$ cat src/bmu_cfg.svh
/* Bit-manipulation unit sizing
   Data width, lane count and issue tag width */

`ifndef BMU_CFG_SVH
`define BMU_CFG_SVH

// RV32 only
`define BMU_XLEN  32

// Lanes in flight
`define BMU_LANES 4

// Round-robin pointer width, must cover BMU_LANES
`define BMU_TAGW  2

`endif

$ cat src/bmu_pkg.sv
/* Bit-manipulation unit types
   Instruction views, request and result bundles, decoded operation */

`default_nettype none
`include "bmu_cfg.svh"

package bmu_pkg;

  //////////////////////////////////////////////////
  // Instruction word layouts
  //////////////////////////////////////////////////

  typedef struct packed {
    logic [6:0] funct7;
    logic [4:0] rs2;
    logic [4:0] rs1;
    logic [2:0] funct3;
    logic [4:0] rd;
    logic [6:0] opcode;
  } rTypeFields_t;

  typedef struct packed {
    logic [11:0] imm12;                     // [11:5] op select, [4:0] shamt or bit index
    logic [4:0]  rs1;
    logic [2:0]  funct3;
    logic [4:0]  rd;
    logic [6:0]  opcode;
  } iTypeFields_t;

  // Same 32 bits, read as R-type or I-type
  typedef union packed {
    logic [31:0]  word;
    rTypeFields_t rType;
    iTypeFields_t iType;
  } bmuInstr_u;

  //////////////////////////////////////////////////
  // Transport bundles
  //////////////////////////////////////////////////

  typedef struct packed {
    bmuInstr_u             instr;
    logic [`BMU_XLEN-1:0]  rs1Val;
    logic [`BMU_XLEN-1:0]  rs2Val;
  } bmuReq_t;                               // 96 bits

  typedef struct packed {
    logic [4:0]            rd;
    logic [`BMU_XLEN-1:0]  value;
  } bmuRes_t;                               // 37 bits

  // Decoded operation, opNone gives zero
  typedef enum logic [4:0] {
    opNone,
    opSh1add, opSh2add, opSh3add,           // Zba
    opAndn, opOrn, opXnor,
    opClz, opCtz, opCpop,
    opMin, opMinu, opMax, opMaxu,
    opSextb, opSexth, opZexth,
    opRol, opRor, opOrcb, opRev8,           // Zbb
    opBset, opBclr, opBinv, opBext,         // Zbs, reg and imm forms
    opClmul, opClmulh, opClmulr             // Zbc
  } bmuOp_e;

endpackage

`default_nettype wire

$ cat src/bmuDispatch.sv
/* Request dispatcher
   Input four-phase req/ack and round-robin issue of requests into the lanes */

`timescale 1ns/1ps
`default_nettype none
`include "bmu_cfg.svh"

module bmuDispatch import bmu_pkg::*; (
  input  logic                  clk,
  input  logic                  arstN,
  input  logic                  req,
  input  bmuReq_t               reqData,
  input  logic [`BMU_LANES-1:0] busy,
  output logic                  ack,
  output logic [`BMU_LANES-1:0] issue,
  output bmuReq_t               laneReq
);

  typedef enum logic [1:0] {sIdle, sAcked, sWaitLow} dispState_e;

  dispState_e           state;
  logic [`BMU_TAGW-1:0] ptr;               // Next lane to fill
  logic                 grant;             // Request present and target lane free

  assign grant = req && !busy[ptr];        // Busy lane holds ack back

  // Handshake FSM and round-robin pointer
  always_ff @(posedge clk or negedge arstN) begin
    if (!arstN) begin
      state <= sIdle;
      ptr   <= '0;
    end else begin
      case (state)
        sIdle:    if (grant) state <= sAcked;
        sAcked: begin                      // Issue cycle, move on to next lane
          ptr   <= (ptr == (`BMU_LANES - 1)) ? '0 : ptr + 1'b1;
          state <= req ? sWaitLow : sIdle;
        end
        sWaitLow: if (!req) state <= sIdle;
        default:  state <= sIdle;
      endcase
    end
  end

  // Request captured once, shared by all lanes
  always_ff @(posedge clk) begin
    if (state == sIdle && grant) laneReq <= reqData;
  end

  assign ack = (state != sIdle);           // High from issue until req seen low

  // One-hot issue pulse in the ack rising cycle
  always_comb begin
    issue = '0;
    if (state == sAcked) issue[ptr] = 1'b1;
  end

endmodule

`default_nettype wire

$ cat config.mk
export PLATFORM = sky130hd
export DESIGN_NAME = bmuDispatch
export DESIGN_NICKNAME = d
export VERILOG_FILES = /design/src/bmu_pkg.sv /design/src/bmuDispatch.sv
export VERILOG_INCLUDE_DIRS = /design/src
export SDC_FILE = /design/constraint.sdc
export NUM_CORES = 1
export LEC_CHECK = 0
export CAP_MARGIN = 15
export CORE_MARGIN = 2
export CORE_UTILIZATION = 50
export CTS_CLUSTER_SIZE = 10
export DETAILED_ROUTE_END_ITERATION = 7
export DONT_BUFFER_PORTS = 1
export PLACE_DENSITY = 0.8
export SYNTH_ARGS = -nofsm -noshare
export SYNTH_HDL_FRONTEND = slang
export SYNTH_SLANG_ARGS = --single-unit
$ cat constraint.sdc
create_clock -name clk -period 7.75 [get_ports clk]
set_input_delay 1.55 -clock clk [delete_from_list [all_inputs] [get_ports clk]]
set_output_delay 1.55 -clock clk [all_outputs]
set_load 0.02 [all_outputs]
* Word-level counts from Yosys, hierarchy flattened
Cells that the tools add are included.
** Storage, ports and cells
- Flip-flop bits (word level) :: 100
- Output and inout bits :: 101
- Logic and storage cells :: 30
- Input bits :: 103
** Operators by class
- $add $sub $neg :: 1
- Muxes and demuxes :: 10
- $lt $le $gt $ge :: 2
- Eq/ne operators :: 5
- Reduce and logical (&&, ||, !) cells :: 7
** Operators with widths (number)
- $mux 2 :: 4
- $pmux 2 s3 :: 1
- $eq 2x2->1 const B :: 2
- $mux 4 :: 1
- $ne 2x2->1 const B :: 2
- $logic_and 1x1->1 :: 3
- $lt 2x3->1 const B :: 1
- $add 2x1->2 const B :: 1
- $bmux 1 s2 :: 1
- $demux 1 s2 :: 1
- $eq 2x1->1 const B :: 1
- $ge 2x1->1 const B :: 1
- $logic_not 2->1 :: 1
- $mux 1 :: 2
- $reduce_and 2->1 :: 1
- $reduce_bool 2->1 :: 1
- $logic_not 1->1 :: 1

* Depth between registers and ports, before layout
Gate-level depths: netlist of run 1.
- Depth in word-level cells :: 6
- Mapped depth :: 3
- Gate-level depth less buffers :: 3

* Worst setup path before layout of run 1
OpenSTA, ideal clock, no wires.
- Kind :: in2reg
- Start :: input port busy[3]
- End :: register laneReq[0] (netlist bit), enable pin
- Arrival time :: 8523 ps
- Buffers on the path :: 0
- Slack :: -1441 ps
- Data required time :: 7082 ps
- Stages on the path :: 2
- Library setup time :: 668 ps
- Cell sequence :: mux4_2 -> nor3_1
** On the way
- Cells in the longest elaborated chain, start to end :: 5
** RTL lines
- from (decl) :: RTL line bmuDispatch.sv:13 : input logic [`BMU_LANES-1:0] busy,
- $bmux 1 s2 :: RTL line bmuDispatch.sv:25 : assign grant = req && !busy[ptr];
- $mux 1 (not written as such) :: RTL line bmuDispatch.sv:25
- $logic_not 1->1 :: RTL line bmuDispatch.sv:25
- $logic_and 1x1->1 :: RTL line bmuDispatch.sv:25
- $logic_and 1x1->1 :: RTL line bmuDispatch.sv:47 : if (state == sIdle && grant) laneReq <= reqData;
- to (signal assigned) :: RTL line bmuDispatch.sv:47
- to (decl) :: RTL line bmuDispatch.sv:16 : output bmuReq_t laneReq
Every way passes these cells. The select of a mux whose other input is x is not followed.
A chain may end at the register's enable or synchronous reset.

* Worst setup path in the final report of run 1
- Start :: input port busy[3]
- End :: register laneReq[3] (netlist bit), enable pin
The elaborated chain is that of the path after synthesis.

==> flow_metrics.env, run 1 <==
export IMPL_worstPathRequired_ns=7.72
export IMPL_crit_path_max_fanout=67
export IMPL_antenna_found_initial=0
export IMPL_whs_ns=0.581
export IMPL_synth_top_cell_area_share_pct=91.4
export IMPL_max_clock_freq_ghz=0.303
export IMPL_wl_met1_mm=1.93
export IMPL_clk_insertion_delay_late_ns=0.34
export IMPL_p_leak_nw=1.14
export IMPL_cts_root_buffer="clkbuf_8"
export IMPL_powerDensity_mw_per_mm2=402
export IMPL_relSlewSlack_pct=48.2
export IMPL_ys_top_cells_by_area="edfxtp_1 (91%), dfrtp_1 (3.2%), ha_1 (1.6%)"
export IMPL_cts_htree_levels=3
export IMPL_startpoint_type="input port"
export IMPL_highest_layer="met4"
export IMPL_post_drt_wl_per_cell_um=28.3
export IMPL_netlist_instances=121
export IMPL_dieHeight_um=83.4
export IMPL_grt_pass1_vias=1227
export IMPL_die_area_mm2=0.00696
export IMPL_dr_wl_met2_mm=3.34
export IMPL_fin_util_pct=58.1
export IMPL_drt_pass1_iterations=4
export IMPL_synth_cell_types=12
export IMPL_synth_top_cell_by_area="edfxtp_1"
export IMPL_core_mm2=0.00603
export IMPL_path_clk_slew_ns=0.08
export IMPL_vias_per_cell=5.69
export IMPL_overflow=0
export IMPL_endpoint_kind="register"
export IMPL_tns_ns=0
export IMPL_fin_crit_ns=3.30
export IMPL_setup_worst_path_class="input port to register"
export IMPL_numCtsBuffers=9
export IMPL_grt_total_usage_pct=17.4
export IMPL_finalSetupViolations=0
export IMPL_fin_ws_ns=4.45
export IMPL_hold_viol_final=0
export IMPL_cts_sinks=100
export IMPL_netlist_area_mm2=0.00315
export IMPL_drv_slew=0
export IMPL_start_util_pct=52.3
export IMPL_cp_data_arrival_time_ns=3.27
export IMPL_io_buffers=0
export IMPL_grt_first_pass_wirelength_mm=8.44
export IMPL_synth_nets=228
export IMPL_min_path_type="register to register"
export IMPL_vias=1217
export IMPL_drc=0
export IMPL_ys_ff_latch=100
export IMPL_grt_max_degree=68
export IMPL_fin_crit_sh_pct=42.5
export IMPL_design_area_mm2=0.00350
export IMPL_dieWidth_um=83.4
export IMPL_place_area_mm2=0.00327
export IMPL_ios=204
export IMPL_dp_cells=197
export IMPL_hold_path_cell_count=2
export IMPL_syn_area_per_cell_um2=26.1
export IMPL_dp_hpwl_mm=4.71
export IMPL_rsz0062_at_grt="false"
export IMPL_wl_met3_um=670
export IMPL_drtIter0Drc=65
export IMPL_cts_hold_buf=0
export IMPL_yosysSeqAreaShare_pct=94.6
export IMPL_final_nets=241
export IMPL_n_antenna_cell=0
export IMPL_power_mw=1.41
export IMPL_cts_setup_buffers=0
export IMPL_maxCapViolCount=0
export IMPL_vdd_ir_drop_worst_mv=0.212
export IMPL_synth_warning_count=0
export IMPL_ant_nets=0
export IMPL_place_gp_congestion=0.830
export IMPL_cts_resized=0
export IMPL_outcome="finished, final reports clean"
export IMPL_r2r_slack_ns=5.11
export IMPL_final_cells=214
export IMPL_area_growth_syn_to_layout_pct=10.9
export IMPL_place_ws_ns=3.49
export IMPL_tightest_slew_ns=0.777
export IMPL_max_clock_path_buffers=2
export IMPL_rows=28
export IMPL_drive_gt1_share_pct=16.5
export IMPL_r2r_cells=3
export IMPL_cts_tree="done"
export IMPL_wl_mm=6.05
export IMPL_fillers=437
export IMPL_finalClockSkew_ns=0.00644
power breakdown:
part | leakage, nW | internal [mW] | total [mW] | switching, mW
Combinational | 0.109 | 0.0414 | 0.143 | 0.102
Sequential | 0.940 | 0.758 | 0.943 | 0.185
Clock | 0.0944 | 0.153 | 0.320 | 0.167
Total | 1.14 | 0.953 | 1.41 | 0.453
layout by cell type, fill, tap and decap left out, drive strengths merged:
master / n
clkinvlp: 3
dfrtp: 4
clkbuf: 9
xnor2: 1
nor3: 2
mux2: 2
edfxtp: 96
nor2: 2
ha: 4
or2: 1
and2b: 1
and2: 4
bufinv: 1
inv: 6
buf: 2
mux4: 1
cell type report:
type,count,area (um2),share of cell area (%)
clock buffer,9,124,3.54
clock inverter,7,81.3,2.32
inverter,3,11.3,0.322
multi-input combinational,18,171,4.90
sequential,100,2980,85.2
tap,75,93.8,2.68
timing repair buffer,2,35.0,1.00
critical path: stages:
cell,delay (ns)
mux4_2,0.50
nor3_4,0.46
buf_4,0.73
synth_stat cells:
master,number
and2_1,4
xnor2_1,1
dfrtp_1,4
inv_1,3
mux2_2,2
nor3_1,2
ha_1,4
and2b_1,1
nor2_1,2
mux4_2,1
or2_2,1
edfxtp_1,96
kinds of logic (layout without fill, tap and decap cells):
family / after synthesis / after routing / share of synthesized area [%]
xor+xnor: 1 / 1 / 0.278
fa+ha+maj: 4 / 4 / 1.59
buf+inv: 3 / 21 / 0.357
flops: 100 / 100 / 94.6
mux: 3 / 3 / 1.43
simple gates: 10 / 10 / 1.79
layer usage:
| layer | track usage [%] | vias up |
|---|---|---|
| met5 | 0 | - |
| met4 | 7.92 | 0 |
| met3 | 9.05 | 9 |
| met2 | 30.3 | 117 |
| met1 | 17.1 | 594 |
| li1 | - | 497 |
worst paths after layout:
path                                      start                    to
setup / recovery                        busy[3]  laneReq[3]$_DFFE_PP_
hold / removal             state[1]$_DFFE_PN0P_  state[1]$_DFFE_PN0P_
setup reg to reg             ptr[0]$_DFFE_PN0P_  laneReq[3]$_DFFE_PP_
hold reg to reg            state[1]$_DFFE_PN0P_  state[1]$_DFFE_PN0P_
max in group asynchronous                 arstN  state[0]$_DFFE_PN0P_
min in group asynchronous                 arstN    ptr[1]$_DFFE_PN0P_
flip-flops by register name, summed over array words and instances (netlist names):
register,count
state,2
laneReq,96
ptr,2
(Power assumes the default switching activity.)
==> run 2, diff against run 1 <==
--- a/config.mk
+++ b/config.mk
@@ -12,7 +12,7 @@
 export CTS_CLUSTER_SIZE = 10
 export DETAILED_ROUTE_END_ITERATION = 7
 export DONT_BUFFER_PORTS = 1
-export PLACE_DENSITY = 0.8
+export PLACE_DENSITY = 0.77
 export SYNTH_ARGS = -nofsm -noshare
 export SYNTH_HDL_FRONTEND = slang
 export SYNTH_SLANG_ARGS = --single-unit
==> constraint.sdc (replaced) <==
create_clock -name clk -period 3.24 [get_ports clk]
set_input_delay 0.648 -clock clk [delete_from_list [all_inputs] [get_ports clk]]
set_output_delay 0.648 -clock clk [all_outputs]
set_load 0.02 [all_outputs]
==> flow_metrics.env, run 2 (same netlist as run 1, synthesis figures left out) <==
export IMPL_final_nets=242
export IMPL_ant_nets=0
export IMPL_max_stage_delay_ns=0.59
export IMPL_final_cells=215
export IMPL_drive_gt1_share_pct=16.4
export IMPL_combPwrFrac_pct=9.4
export IMPL_seqPwrFrac_pct=66.7
export IMPL_vias_per_cell=5.65
export IMPL_cts_hold_buf=1
export IMPL_grt_total_usage_pct=17.2
export IMPL_vias=1214
export IMPL_cp_data_arrival_time_ns=2.11
export IMPL_min_to="laneReq[80]$_DFFE_PP_"
export IMPL_dieHeight_um=83.4
export IMPL_clock_power_share_pct=23.9
export IMPL_tightest_slew_ns=0.589
export IMPL_path_buf_inv=1
export IMPL_min_path_type="input port to register"
export IMPL_cpMaxStageDelayCell="mux4_2"
export IMPL_endpoint_kind="register"
export IMPL_numCtsBuffers=9
export IMPL_drtIter0Drc=75
export IMPL_fin_crit_sh_pct=65.5
export IMPL_drt_pass1_iterations=4
export IMPL_cts_htree_levels=3
export IMPL_max_clock_freq_ghz=0.471
export IMPL_dieWidth_um=83.4
export IMPL_powerDensity_mw_per_mm2=964
export IMPL_top_regs="laneReq x96, ptr x2, state x2"
export IMPL_dp_cells=198
export IMPL_drv_slew=0
export IMPL_switchingPower_mw=1.11
export IMPL_start_util_pct=52.3
export IMPL_cts_setup_buffers=0
export IMPL_grt_pass1_vias=1261
export IMPL_fin_crit_ns=2.12
export IMPL_max_clock_path_buffers=2
export IMPL_p_leak_nw=1.16
export IMPL_dp_hpwl_mm=4.71
export IMPL_finalClockSkew_ns=0.00737
export IMPL_r2r_slack_ns=1.12
export IMPL_p_int_mw=2.27
export IMPL_min_from="reqData[80]"
export IMPL_core_mm2=0.00603
export IMPL_ios=204
export IMPL_area_growth_syn_to_layout_pct=11.1
export IMPL_rsz0062_at_grt="false"
export IMPL_path_clk_slew_ns=0.10
export IMPL_die_area_mm2=0.00696
export IMPL_relSlewSlack_pct=60.7
export IMPL_fillers=443
export IMPL_overflow=0
export IMPL_whs_ns=0.387
export IMPL_hold_viol_final=0
export IMPL_antenna_found_initial=0
export IMPL_r2r_cells=3
export IMPL_r2r_start="ptr[0]$_DFFE_PN0P_"
export IMPL_io_buffers=0
export IMPL_final_cell_mix="edfxtp_1 (96), clkbuf_8 (9), and2_1 (4), ha_1 (4), dfrtp_1 (4)"
export IMPL_cts_root_buffer="clkbuf_8"
export IMPL_crit_path_max_fanout=50
export IMPL_setup_worst_path_class="register to register"
export IMPL_cts_resized=0
export IMPL_rows=28
export IMPL_finalSetupViolations=0
export IMPL_n_antenna_cell=0
export IMPL_startpoint_type="register"
export IMPL_maxCapViolCount=0
export IMPL_regToRegEndpoint="laneReq[33]$_DFFE_PP_"
export IMPL_path_cells="mux4_2 -> nor3_4 -> buf_4"
export IMPL_drc=0
export IMPL_worstPathRequired_ns=3.23
export IMPL_vdd_ir_drop_worst_mv=0.552
export IMPL_cts_tree="done"
export IMPL_place_gp_congestion=0.806
export IMPL_final_common_cell="edfxtp_1"
export IMPL_largest_reg_flops=96
export IMPL_cpLargestDelayFamily="multiplexers"
export IMPL_grt_first_pass_wirelength_mm=8.41
export IMPL_post_drt_wl_per_cell_um=28.1
export IMPL_outcome="finished, final reports clean"
export IMPL_clk_insertion_delay_late_ns=0.35
export IMPL_grt_max_degree=51
export IMPL_max_flop_register="laneReq"
export IMPL_wl_mm=6.05
export IMPL_p_sw_share_pct=32.8
export IMPL_hold_path_cell_count=0
export IMPL_cts_sinks=100
[run 2: changes by cell type in the layout (fill, tap and decap cells not counted), sizes merged]
cell	previous run	this run
clkinvlp	3	0
clkinv	0	3
dlygate4sd3	0	1
[run 2: area by class of cell]
type                       count  area, um2  area share [%]
inverter                       3       11.3           0.321
multi-input combinational     18        171            4.89
clock buffer                   9        124            3.54
sequential                   100       2980            85.1
tap                           75       93.8            2.68
clock inverter                 7       95.1            2.71
timing repair buffer           3       25.0           0.714
[run 2: metrics by stage]
step | utilization, % | setup TNS (ns) | total power, mW | worst slack, ns | area [um2]
global route | 58.1 | 0 | 3.53 | 1.01 | 3500
global placement | 54.3 | 0 | 2.57 | 1.08 | 3270
detailed placement | 54.3 | 0 | 2.61 | 1.01 | 3270
finish | 58.1 | 0 | 3.38 | 1.12 | 3500
CTS | 58.1 | 0 | 3.42 | 1.12 | 3500
floorplan | - | -60.22 | 2.49 | -0.627 | 3170
[run 2: routing by layer]
layer	global-route usage, %	routed length [um]	vias to the layer above
met4	6.60	81	0
met3	9.64	689	8
met2	30.7	3390	111
met5	0	0	-
li1	-	-	499
met1	16.1	1890	596
[run 2: power by group through the flow]
stage | sequential, mW | combinational (mW) | clock [mW]
floorplan | 2.25 | 0.246 | 0
global placement | 2.27 | 0.291 | 0
detailed placement | 2.29 | 0.317 | 0
CTS | 2.26 | 0.321 | 0.833
global route | 2.28 | 0.355 | 0.887
finish | 2.25 | 0.317 | 0.807
[run 2: how the worst max path moves through the flow]
| stage | startpoint | endpoint | slack (ns) | cells past startpoint |
|---|---|---|---|---|
| CTS | ptr[0]$_DFFE_PN0P_ | laneReq[6]$_DFFE_PP_ | 1.12 | 3 |
| global route | ptr[0]$_DFFE_PN0P_ | laneReq[22]$_DFFE_PP_ | 1.01 | 3 |
| finish | ptr[0]$_DFFE_PN0P_ | laneReq[33]$_DFFE_PP_ | 1.12 | 3 |
| floorplan | busy[3] | laneReq[0]$_DFFE_PP_ | -0.63 | 2 |
| detailed placement | busy[3] | laneReq[88]$_DFFE_PP_ | 1.01 | 3 |
| global placement | busy[3] | laneReq[83]$_DFFE_PP_ | 1.08 | 3 |
[run 2: worst reg2reg max path, stage by stage, from the launching register on]
cell,delay [ns]
dfrtp_1,0.48
mux4_2,0.59
nor3_4,0.15
buf_4,0.52
